File: src/design/lc3b_macros.svh
`ifndef LC3B_MACROS_SVH
`define LC3B_MACROS_SVH

// lc3b datapath word
`define LC3B_WORD 16

// destination register number, r0 to r7
`define LC3B_REGNUM 3

// shift amount field taken from the low bits of b
`define LC3B_SHAMT 4

// all-zero data word
`define LC3B_ZERO 16'h0000

`endif

File: src/design/lc3b_pkg.sv
package lc3b_pkg;

	// operation codes carried from decode into the execute stage
	typedef enum logic [3:0]
	{
		alu_add  = 4'd0, // a + b
		alu_and  = 4'd1, // bitwise and
		alu_not  = 4'd2, // invert a
		alu_pass = 4'd3, // forward b unchanged
		alu_sll  = 4'd4, // shift a left by b[3:0]
		alu_srl  = 4'd5, // logical right shift
		alu_sra  = 4'd6, // arithmetic right shift, sign fills
		alu_mult = 4'd7, // multicycle, low 16 bits of product
		alu_div  = 4'd8  // multicycle, quotient toward zero
	} lc3b_aluop;

	// sequencer of the multiply/divide unit
	// st_load grabs magnitudes, st_iterate loops, st_done waits for flow
	typedef enum logic [1:0]
	{
		st_load    = 2'd0, // idle and load slot
		st_iterate = 2'd1, // one add or subtract per cycle
		st_done    = 2'd2  // result ready, held until flow
	} muldiv_state;

endpackage : lc3b_pkg

File: src/design/lc3b_alu.sv
`timescale 1ns/1ps
`include "lc3b_macros.svh"

module lc3b_alu
(
	input  lc3b_pkg::lc3b_aluop   aluop,
	input  logic [`LC3B_WORD-1:0] a,
	input  logic [`LC3B_WORD-1:0] b,
	output logic [`LC3B_WORD-1:0] f
);

	logic [`LC3B_SHAMT-1:0] shamt; // only the low nibble of b shifts

	assign shamt = b[`LC3B_SHAMT-1:0];

	always_comb
	begin
		case (aluop)
			lc3b_pkg::alu_add:
			begin
				f = a + b; // wraps, no carry out
			end
			lc3b_pkg::alu_and:
			begin
				f = a & b;
			end
			lc3b_pkg::alu_not:
			begin
				f = ~a; // b ignored
			end
			lc3b_pkg::alu_pass:
			begin
				f = b;
			end
			lc3b_pkg::alu_sll:
			begin
				f = a << shamt;
			end
			lc3b_pkg::alu_srl:
			begin
				f = a >> shamt; // zero fill
			end
			lc3b_pkg::alu_sra:
			begin
				f = $signed(a) >>> shamt; // sign fill
			end
			default:
			begin
				// mult and div come from the multicycle unit instead
				f = `LC3B_ZERO;
			end
		endcase
	end

endmodule : lc3b_alu

File: src/design/lc3b_div_mult_unit.sv
`timescale 1ns/1ps
`include "lc3b_macros.svh"

module lc3b_div_mult_unit
(
	input  logic                  clk,
	input  logic                  rst_n,
	input  logic                  valid,
	input  lc3b_pkg::lc3b_aluop   aluop,
	input  logic [`LC3B_WORD-1:0] sr1,
	input  logic [`LC3B_WORD-1:0] sr2,
	input  logic                  flow,
	output logic [`LC3B_WORD-1:0] solution,
	output logic                  stall
);

	lc3b_pkg::muldiv_state state;      // sequencer state
	lc3b_pkg::muldiv_state state_next;

	logic [`LC3B_WORD-1:0] mag_a;      // sr1 magnitude for mult, divisor for div
	logic [`LC3B_WORD-1:0] mag_a_next;
	logic [`LC3B_WORD-1:0] mag_b;      // sr2 countdown for mult, remaining dividend for div
	logic [`LC3B_WORD-1:0] mag_b_next;
	logic [`LC3B_WORD-1:0] acc;        // unsigned product or quotient
	logic [`LC3B_WORD-1:0] acc_next;

	logic [`LC3B_WORD-1:0] sr1_mag;    // |sr1|
	logic [`LC3B_WORD-1:0] sr2_mag;    // |sr2|
	logic is_mult;
	logic is_div;
	logic active;                      // a multicycle op sits in id/ex
	logic iter_end;                    // loop exit test for the current op
	logic neg_result;                  // operand signs differ
	logic calc_done;                   // completing this cycle

	assign is_mult = (aluop == lc3b_pkg::alu_mult);
	assign is_div = (aluop == lc3b_pkg::alu_div);
	assign active = valid && (is_mult || is_div);

	// 0x8000 stays 0x8000, which still reads right as an unsigned magnitude
	assign sr1_mag = sr1[`LC3B_WORD-1] ? -sr1 : sr1;
	assign sr2_mag = sr2[`LC3B_WORD-1] ? -sr2 : sr2;

	// mult stops when the countdown empties, div when the remainder is below the divisor
	assign iter_end = is_mult ? (mag_b == `LC3B_ZERO) : (mag_b < mag_a);

	assign neg_result = sr1[`LC3B_WORD-1] ^ sr2[`LC3B_WORD-1];
	assign solution = neg_result ? -acc : acc; // zero stays zero when negated

	// freeze the stage until the op has finished and the hazard unit lets it go
	assign stall = active && !calc_done;

	always_comb
	begin
		state_next = state;
		mag_a_next = mag_a;
		mag_b_next = mag_b;
		acc_next = acc;
		calc_done = 1'b0;

		if (active)
		begin
			case (state)
				lc3b_pkg::st_load:
				begin
					mag_a_next = is_div ? sr2_mag : sr1_mag;
					mag_b_next = is_div ? sr1_mag : sr2_mag;
					acc_next = `LC3B_ZERO; // fresh accumulator
					if (is_div && (sr2 == `LC3B_ZERO))
					begin
						state_next = lc3b_pkg::st_done; // divide by zero, quotient 0
					end
					else
					begin
						state_next = lc3b_pkg::st_iterate;
					end
				end
				lc3b_pkg::st_iterate:
				begin
					if (iter_end)
					begin
						state_next = lc3b_pkg::st_done; // extra cycle just to see the end
					end
					else if (is_mult)
					begin
						acc_next = acc + mag_a;     // repeated addition
						mag_b_next = mag_b - 1'b1;  // one fewer to add
					end
					else
					begin
						mag_b_next = mag_b - mag_a; // repeated subtraction
						acc_next = acc + 1'b1;      // count the subtraction
					end
				end
				lc3b_pkg::st_done:
				begin
					if (flow)
					begin
						calc_done = 1'b1;                 // drop stall, result sampled now
						state_next = lc3b_pkg::st_load;   // ready for the next op
					end
				end
				default:
				begin
					state_next = lc3b_pkg::st_load;
				end
			endcase
		end
	end

	always_ff @(posedge clk or negedge rst_n)
	begin
		if (!rst_n)
		begin
			state <= lc3b_pkg::st_load;
		end
		else
		begin
			state <= state_next;
		end
	end

	// working registers, always loaded before they are read
	always_ff @(posedge clk)
	begin
		mag_a <= mag_a_next;
		mag_b <= mag_b_next;
		acc <= acc_next;
	end

endmodule : lc3b_div_mult_unit

File: src/design/lc3b_execute_top.sv
`timescale 1ns/1ps
`include "lc3b_macros.svh"

module lc3b_execute_top
(
	input  logic                    clk,
	input  logic                    rst_n,
	input  logic                    in_valid,
	input  lc3b_pkg::lc3b_aluop     in_aluop,
	input  logic [`LC3B_WORD-1:0]   in_sr1,
	input  logic [`LC3B_WORD-1:0]   in_sr2,
	input  logic [`LC3B_REGNUM-1:0] in_dest,
	input  logic                    flow,
	output logic                    out_valid,
	output logic [`LC3B_WORD-1:0]   out_result,
	output logic [`LC3B_REGNUM-1:0] out_dest,
	output logic                    stall
);

	logic ex_valid;
	lc3b_pkg::lc3b_aluop ex_aluop;
	logic [`LC3B_WORD-1:0] ex_sr1;
	logic [`LC3B_WORD-1:0] ex_sr2;
	logic [`LC3B_REGNUM-1:0] ex_dest;
	logic [`LC3B_WORD-1:0] alu_result;   // single-cycle path
	logic [`LC3B_WORD-1:0] md_result;    // multicycle path

	lc3b_idex_reg i_idex_reg
	(
		.clk      (clk),
		.rst_n    (rst_n),
		.in_valid (in_valid),
		.in_aluop (in_aluop),
		.in_sr1   (in_sr1),
		.in_sr2   (in_sr2),
		.in_dest  (in_dest),
		.stall    (stall),
		.ex_valid (ex_valid),
		.ex_aluop (ex_aluop),
		.ex_sr1   (ex_sr1),
		.ex_sr2   (ex_sr2),
		.ex_dest  (ex_dest)
	);

	lc3b_alu i_alu
	(
		.aluop (ex_aluop),
		.a     (ex_sr1),
		.b     (ex_sr2),
		.f     (alu_result)
	);

	lc3b_div_mult_unit i_div_mult_unit
	(
		.clk      (clk),
		.rst_n    (rst_n),
		.valid    (ex_valid),
		.aluop    (ex_aluop),
		.sr1      (ex_sr1),
		.sr2      (ex_sr2),
		.flow     (flow),     // from the external hazard unit
		.solution (md_result),
		.stall    (stall)     // freezes id/ex and ex/mem
	);

	lc3b_exmem_reg i_exmem_reg
	(
		.clk        (clk),
		.rst_n      (rst_n),
		.ex_valid   (ex_valid),
		.ex_aluop   (ex_aluop),
		.ex_dest    (ex_dest),
		.alu_result (alu_result),
		.md_result  (md_result),
		.stall      (stall),
		.out_valid  (out_valid),
		.out_result (out_result),
		.out_dest   (out_dest)
	);

endmodule : lc3b_execute_top

File: src/design/lc3b_exmem_reg.sv
`timescale 1ns/1ps
`include "lc3b_macros.svh"

module lc3b_exmem_reg
(
	input  logic                    clk,
	input  logic                    rst_n,
	input  logic                    ex_valid,
	input  lc3b_pkg::lc3b_aluop     ex_aluop,
	input  logic [`LC3B_REGNUM-1:0] ex_dest,
	input  logic [`LC3B_WORD-1:0]   alu_result,
	input  logic [`LC3B_WORD-1:0]   md_result,
	input  logic                    stall,
	output logic                    out_valid,
	output logic [`LC3B_WORD-1:0]   out_result,
	output logic [`LC3B_REGNUM-1:0] out_dest
);

	logic is_md;                         // result comes from the multicycle unit
	logic [`LC3B_WORD-1:0] ex_result;
	logic capture;                       // an instruction leaves execute this edge

	assign is_md = (ex_aluop == lc3b_pkg::alu_mult) || (ex_aluop == lc3b_pkg::alu_div);
	assign ex_result = is_md ? md_result : alu_result;
	assign capture = ex_valid && !stall;

	always_ff @(posedge clk or negedge rst_n)
	begin
		if (!rst_n)
		begin
			out_valid <= 1'b0;
		end
		else
		begin
			out_valid <= capture; // bubble while stalled, so one pulse per op
		end
	end

	always_ff @(posedge clk)
	begin
		if (capture)
		begin
			out_result <= ex_result;
			out_dest <= ex_dest;    // old values kept across bubbles
		end
	end

endmodule : lc3b_exmem_reg

File: src/design/lc3b_idex_reg.sv
`timescale 1ns/1ps
`include "lc3b_macros.svh"

module lc3b_idex_reg
(
	input  logic                    clk,
	input  logic                    rst_n,
	input  logic                    in_valid,
	input  lc3b_pkg::lc3b_aluop     in_aluop,
	input  logic [`LC3B_WORD-1:0]   in_sr1,
	input  logic [`LC3B_WORD-1:0]   in_sr2,
	input  logic [`LC3B_REGNUM-1:0] in_dest,
	input  logic                    stall,
	output logic                    ex_valid,
	output lc3b_pkg::lc3b_aluop     ex_aluop,
	output logic [`LC3B_WORD-1:0]   ex_sr1,
	output logic [`LC3B_WORD-1:0]   ex_sr2,
	output logic [`LC3B_REGNUM-1:0] ex_dest
);

	// control half, cleared by reset
	always_ff @(posedge clk or negedge rst_n)
	begin
		if (!rst_n)
		begin
			ex_valid <= 1'b0;
			ex_aluop <= lc3b_pkg::alu_add; // harmless op, keeps stall low
		end
		else if (!stall)
		begin
			ex_valid <= in_valid;          // bubble when nothing issued
			ex_aluop <= in_aluop;
		end
	end

	// operand half, held with the control while stalled
	always_ff @(posedge clk)
	begin
		if (!stall)
		begin
			ex_sr1 <= in_sr1;
			ex_sr2 <= in_sr2;
			ex_dest <= in_dest;
		end
	end

endmodule : lc3b_idex_reg

File: config.mk
export PLATFORM = sky130hd
export DESIGN_NAME = lc3b_execute_top
export DESIGN_NICKNAME = d
export VERILOG_FILES = /design/src/design/lc3b_pkg.sv /design/src/design/lc3b_alu.sv /design/src/design/lc3b_div_mult_unit.sv /design/src/design/lc3b_execute_top.sv /design/src/design/lc3b_exmem_reg.sv /design/src/design/lc3b_idex_reg.sv
export VERILOG_INCLUDE_DIRS = /design/src /design/src/design
export SDC_FILE = /design/constraint.sdc
export NUM_CORES = 1
export LEC_CHECK = 0
export ABC_AREA = 1
export ABC_CLOCK_PERIOD_IN_PS = 6100
export BUFFER_PORTS_ARGS = -buffer_cell sky130_fd_sc_hd__clkbuf_2
export CAP_MARGIN = 5
export CORE_MARGIN = 5
export CORE_UTILIZATION = 25
export CTS_BUF_LIST = sky130_fd_sc_hd__clkbuf_4 sky130_fd_sc_hd__clkbuf_8 sky130_fd_sc_hd__clkbuf_16
export DETAILED_ROUTE_END_ITERATION = 10
export PLACE_DENSITY_LB_ADDON = 0.25
export SYNTH_ARGS = -nofsm -noshare
export SYNTH_HDL_FRONTEND = slang
export SYNTH_SLANG_ARGS = --single-unit
File: constraint.sdc
create_clock -name clk -period 6.1 [get_ports clk]
set_clock_uncertainty 0.1 [all_clocks]
set_input_delay 0.915 -clock clk [delete_from_list [all_inputs] [get_ports clk]]
set_output_delay 0.915 -clock clk [all_outputs]
set_load 0.01 [all_outputs]
==> results.yml, run 1 <==
timing:
  rsz0062_at_grt: "no"
  finalHoldViolCount: 0
  relSlewSlack_pct: 30.54
  period_minus_slack_ns: 3.668
  timing.fmax_mhz: 272.7
  fin_crit_sh_pct: 60.13
  slew_violations: 0
  worst_slew_pin_slew_ns: 1.041
  fin_setup_tns_ns: 0
  finalSetupViolations: 0
  holdWs_ns: 0.2921
run:
  cap_violations: 0
critical_path:
  path_max_fanout: 38
  worst_ep_arrival_time_ns: 2.65
  critPathMaxStageDelay_ns: 0.43
  setup.worst_path.start_class: "flip-flop"
  endpoint_kind: "output port"
  crit_required_ns: 5.08
  crit_path_cell_trace: "nor2_2, nand3_1, buf_4, inv_2, nor2_4, clkinv_2, nand2_2, a31oi_4, clkbuf_2"
  critPathKind: "reg2out"
  crit_slowest_cell: "dfrtp_1"
global_route:
  gr-usage-all-layers_pct: 16.36
  overflow: 0
  grt_max_degree: 41
  grt_pass1_vias: 10300
  antenna_found_initial: 0
  grt_pass1_wl_um: 59010
cells_and_area:
  fin_nets: 1733
  utilization_pct: 28.24
  area_growth_pct: 11.26
  n_fill_cell: 4560
  final_cell_area_sq_um: 11580
  antenna_cells: 0
  layout-drive-gt1-share_pct: 7.561
clock_tree:
  clk_latency_ns: 0.38
  post_cts_resized: 0
  cts_tree: "yes"
  cts-hold-fix-buffers: 0
  numCtsBuffers: 9
  clock-sinks: 110
  cts_root_buffer: "clkbuf_16"
  clock_path_buffers: 2
  h-tree-depth: 3
  clk_pin_slew_ns: 0.08
  cts_setup_buffers: 0
min_path:
  worstHoldPathType: "in2async"
drt:
  routed_wl_um: 38580
  num_vias: 10800
  dr.first_iter.drc_count: 1049
  ant_nets: 0
  wire_per_inst_um: 17.76
  drc: 0
  routed_via_density: 4.971
  first_pass_iters: 5
yosys:
  ys_ff_latch: 110
  yosys_warnings: 0
  synthCells: 1594
  async_flop_share_pct: 7.273
  synth.distinct_cells: 45
  syn_area_per_cell_sq_um: 6.530
  synth_edf_count: 102
  syn_nets: 1692
  syn_area_sq_um: 10410
  yosysSeqAreaShare_pct: 31.35
  ys.flop_type: "edfxtp_1"
die:
  die-area_sq_um: 45820
  core_sq_um: 41020
  start_util_pct: 25.38
  die_w_um: 214.0
  num_rows: 74
  die_y_um: 214.0
  io_pins: 64
placed_design:
  globalplace.congestion: 0.9518
  place_hpwl_um: 30640
  placed_cell_area_sq_um: 11270
  portBuffers: 63
power_and_ir_drop:
  p_per_area_nw_per_um2: 230.5
  worst_ir_drop_vdd_mv: 0.1428
  p_total_mw: 2.669
  p_leak_nw: 5.471
status:
  outcome: "completed"
## flip-flops by register name (all words and copies together), names as in the netlist
register,cells
i_div_mult_unit.acc,16
i_idex_reg.ex_sr1,16
i_idex_reg.ex_aluop,4
i_div_mult_unit.state,2
i_div_mult_unit.mag_a,16
i_idex_reg.ex_sr2,16
i_exmem_reg.out_result,16
i_div_mult_unit.mag_b,16
i_exmem_reg.out_valid,1
i_exmem_reg.out_dest,3
i_idex_reg.ex_dest,3
i_idex_reg.ex_valid,1
## synthesized netlist by cell type (all sizes together) (4+ instances only)
cell type  instances  area, sq um
a31oi             11        83.83
nand3b            10        75.07
o22ai              4        25.02
clkbuf            15        56.30
o21a               5        37.54
a21o               6        45.04
nand2            489         1843
inv              178        668.1
o211ai            11        82.58
or2               12        75.07
ha                52        650.6
o21bai             6        45.04
nand3            253         1266
nand4             33        206.5
and2               9        56.31
nor3               9        45.04
o21ai             68        340.3
a21oi             83        415.4
dfrtp              8        200.2
nor2             170        678.1
buf               27        142.6
xor2              14        122.6
edfxtp           102         3063
## final cells by class
cell class                 instances  area [sq um]  share of cell area, %
clock buffer                      14         292.8                  2.528
clock inverter                     2         13.76                 0.1188
inverter                         180         676.9                  5.845
multi-input combinational       1262          6286                  54.28
sequential                       110          3263                  28.18
tap                              532         665.6                  5.748
timing repair buffer              72         382.9                  3.306
## through the flow
stage	instances	setup WS [ns]
final	2172	2.432
after global routing	2172	2.259
after CTS	2172	2.416
after detailed placement	2156	2.722
after global placement	2156	2.760
after floorplan	1594	2.661
## routing by layer
metal / vias to the layer above / global-route usage [%] / part of all wire (%)
met5: - / 0 / 0
met4: 0 / 6.399 / 3.5
met3: 65 / 2.075 / 4.9
met2: 352 / 27.10 / 46
met1: 4938 / 21.82 / 45
li1: 5442 / - / -
## cell families (layout without fill, tap and decap cells)
logic type      after synthesis  in the layout  share of synthesized area (%)
mux                           2              2                         0.1923
flops                       110            110                          31.35
compound gates              203            203                          11.02
buf+inv                     222            268                          8.414
xor+xnor                     16             16                          1.346
fa+ha+maj                    55             55                          6.828
simple gates                986            986                          40.85
## power breakdown
part	internal, mW	total [mW]	leakage (nW)	switching (mW)
Clock	0.334	0.614	0.155	0.280
Sequential	0.947	1.05	1.09	0.102
Combinational	0.317	1.01	4.22	0.690
## worst paths after layout
kind                                        start                  endpoint  slack (ns)  cells past startpoint
max                        i_idex_reg.ex_aluop[0]                     stall        2.43                      9
min                                         rst_n  i_div_mult_unit.state[0]        0.29                      1
max reg2reg                i_idex_reg.ex_aluop[3]   i_div_mult_unit.acc[10]        2.72                     14
min reg2reg                 i_idex_reg.ex_dest[2]   i_exmem_reg.out_dest[2]        0.32                      0
max in group asynchronous                   rst_n    i_idex_reg.ex_aluop[1]        5.40                      1
min in group clk            i_idex_reg.ex_dest[2]   i_exmem_reg.out_dest[2]        0.32                      0
## placed cells by master (no fill, tap or decap), types with 3 or more instances in the layout
| cell type | n |
|---|---|
| fa_1 | 3 |
| nand4_1 | 33 |
| o22ai_1 | 4 |
| buf_4 | 9 |
| o211ai_1 | 11 |
| nand3_1 | 253 |
| ha_1 | 52 |
| o21a_1 | 5 |
| clkbuf_2 | 63 |
| or2_2 | 12 |
| nand2_1 | 486 |
| a21o_1 | 6 |
| o21ai_1 | 6 |
| dfrtp_1 | 8 |
| a21oi_1 | 82 |
| o21ai_0 | 62 |
| nand3b_1 | 10 |
| nor2_1 | 160 |
| clkbuf_16 | 10 |
| nand2_2 | 3 |
| nor2_2 | 6 |
| xor2_1 | 14 |
| inv_2 | 8 |
| o21bai_1 | 6 |
| and2_1 | 8 |
| inv_1 | 170 |
| edfxtp_1 | 102 |
| nor3_1 | 9 |
| nor2_4 | 4 |
| a31oi_1 | 10 |
## worst max-delay path: cells and delay by family (launching register included)
family	cells	cell delay, ns
buffers and inverters	4	1.08
DFF	1	0.43
AOI/OAI and AO/OA	1	0.28
and+or+nand+nor	4	0.47
(Power assumes the default switching activity.)
==> inputs of run 2 (changes only) <==
--- a/config.mk
+++ b/config.mk
@@ -7,7 +7,7 @@
 export NUM_CORES = 1
 export LEC_CHECK = 0
 export ABC_AREA = 1
-export ABC_CLOCK_PERIOD_IN_PS = 6100
+export ABC_CLOCK_PERIOD_IN_PS = 3000
 export BUFFER_PORTS_ARGS = -buffer_cell sky130_fd_sc_hd__clkbuf_2
 export CAP_MARGIN = 5
 export CORE_MARGIN = 5
==> constraint.sdc (replaced) <==
create_clock -name clk -period 3 [get_ports clk]
set_clock_uncertainty 0.1 [all_clocks]
set_input_delay 0.45 -clock clk [delete_from_list [all_inputs] [get_ports clk]]
set_output_delay 0.45 -clock clk [all_outputs]
set_load 0.01 [all_outputs]
==> results.yml, run 2 (synthesis gave the netlist of run 1 again) <==
cells_and_area:
  multiInputGateArea_sq_um: 6295
  fin_nets: 1764
  seqCellArea_sq_um: 3263
  layout-drive-gt1-share_pct: 9.216
  antenna_cells: 0
  area_growth_pct: 13.57
  n_fill_cell: 4557
  layout_common_cells: "486 x nand2_1, 252 x nand3_1, 170 x inv_1"
  final_common_cell: "nand2_1"
critical_path:
  r2r_cells: 15
  worst_ep_arrival_time_ns: 2.77
  endpoint_kind: "flip-flop"
  path_max_fanout: 5
  crit_required_ns: 3.05
  r2r-end: "i_div_mult_unit.acc[14]"
  critPathKind: "reg2reg"
  r2r_slack_ns: 0.27
  setup.worst_path.start_class: "flip-flop"
  rr_startpoint: "i_idex_reg.ex_aluop[3]"
global_route:
  antenna_found_initial: 0
  grt_most_used_layer: "met2"
  use_met1_pct: 23.11
  overflow: 0
  grt_pass1_vias: 10620
  gr-usage-all-layers_pct: 17.51
  grt_max_degree: 41
  grt_util_met2_pct: 29.11
  grt_pass1_wl_um: 62490
  grt.met3_usage_pct: 2.711
drt:
  dr.first_iter.drc_count: 878
  routed_wl_um: 40910
  num_vias: 10980
  wire_per_inst_um: 18.57
  first_pass_iters: 7
  drc: 0
  routed_via_density: 4.985
  ant_nets: 0
power_and_ir_drop:
  power_frac_seq_pct: 38.6
  clockPowerShare_pct: 21.7
  p_per_area_nw_per_um2: 461.5
  worst_ir_drop_vdd_mv: 0.3227
  pwr-share-comb_pct: 39.7
  p_total_mw: 5.456
  p_leak_nw: 5.616
  p_switching_mw: 2.261
  power.internal_mw: 3.195
  p_sw_share_pct: 41.44
clock_tree:
  cts_tree: "yes"
  clk_pin_slew_ns: 0.08
  numCtsBuffers: 9
  h-tree-depth: 3
  clock-sinks: 110
  cts_root_buffer: "clkbuf_16"
  clk_latency_ns: 0.39
  clock_path_buffers: 2
timing:
  timing.fmax_mhz: 366.9
  finalSetupViolations: 0
  finalHoldViolCount: 0
  relSlewSlack_pct: 37.26
  holdWs_ns: 0.1270
  fin_crit_sh_pct: 90.86
  period_minus_slack_ns: 2.726
  slew_violations: 0
  worst_slew_pin_slew_ns: 0.9412
status:
  outcome: "completed"
min_path:
  holdPathStages: 1
  min_to: "i_idex_reg.ex_sr2[5]"
  worstHoldPathType: "in2reg"
  holdCritStartpoint: "in_sr2[5]"
run:
  cap_violations: 0
die:
  core_sq_um: 41020
  die_y_um: 214.0
  num_rows: 74
  start_util_pct: 25.38
  io_pins: 64
  die-area_sq_um: 45820
  die_w_um: 214.0
placed_design:
  place_hpwl_um: 32830
  portBuffers: 63
  globalplace.congestion: 0.9641
run 2: stage by stage:
step	setup slack, ns	util [%]	cell area, sq um	TNS [ns]	cells
2_1_floorplan	0.05229	-	10410	0	1594
3_3_place_gp	0.2404	28.10	11520	0	2186
3_5_place_dp	0.2354	28.10	11520	0	2186
4_1_cts	0.2108	28.78	11810	0	2203
5_1_grt	-0.01419	28.82	11820	-0.02335	2203
6_report	0.2741	28.82	11820	0	2203
run 2: metal layers:
layer	part of all wire, %	vias to the layer above
li1	-	5498
met1	45	5055
met2	46	344
met3	4.9	85
met4	3.9	0
met5	0	-
run 2: power by group through the flow:
stage | sequential [mW] | clock [mW] | combinational (mW)
3_5_place_dp | 2.14 | 0 | 2.14
6_report | 2.10 | 1.18 | 2.17
5_1_grt | 2.12 | 1.28 | 2.44
4_1_cts | 2.11 | 1.25 | 2.15
2_1_floorplan | 2.08 | 0 | 1.42
3_3_place_gp | 2.14 | 0 | 2.14
run 2: what timing repair did:
| item | 4_1_cts | 5_1_grt |
|---|---|---|
| setup endpoints to repair | 0 | 5 |
| endpoints found under the hold margin | 8 | 0 |
| setup buffers | 0 | 0 |
| gates resized for setup | 0 | 5 |
| hold buffers | 1 | 0 |
run 2: how the worst max path moves through the flow:
stage | startpoint | to | slack (ns) | depth (start not counted)
2_1_floorplan | i_idex_reg.ex_aluop[3] | i_div_mult_unit.acc[10] | 0.05 | 15
3_3_place_gp | i_idex_reg.ex_aluop[3] | i_div_mult_unit.acc[10] | 0.24 | 13
3_5_place_dp | i_idex_reg.ex_aluop[3] | i_div_mult_unit.acc[10] | 0.24 | 13
4_1_cts | i_idex_reg.ex_aluop[3] | i_div_mult_unit.acc[10] | 0.21 | 13
5_1_grt | i_idex_reg.ex_aluop[3] | i_div_mult_unit.acc[13] | -0.01 | 14
6_report | i_idex_reg.ex_aluop[3] | i_div_mult_unit.acc[14] | 0.27 | 15
run 2: cell type report:
| cell class | count | area share, % |
|---|---|---|
| clock buffer | 10 | 1.969 |
| clock inverter | 6 | 0.3175 |
| inverter | 180 | 5.726 |
| multi-input combinational | 1262 | 53.25 |
| sequential | 110 | 27.60 |
| tap | 532 | 5.631 |
| timing repair buffer | 103 | 5.504 |
run 2: critical path, stage by stage, from the launching register on:
cell and delay [ns]:
dfrtp_1 0.42, inv_1 0.08, nand2_1 0.10, nor2_4 0.10, inv_1 0.07, or2_2 0.28, ha_1 0.21, fa_1 0.45
nand3_1 0.12, nand3_2 0.12, nand3_1 0.10, nand2_1 0.08, nand3_1 0.10, nand3_1 0.08, nand2_1 0.06, nor2_1 0.04
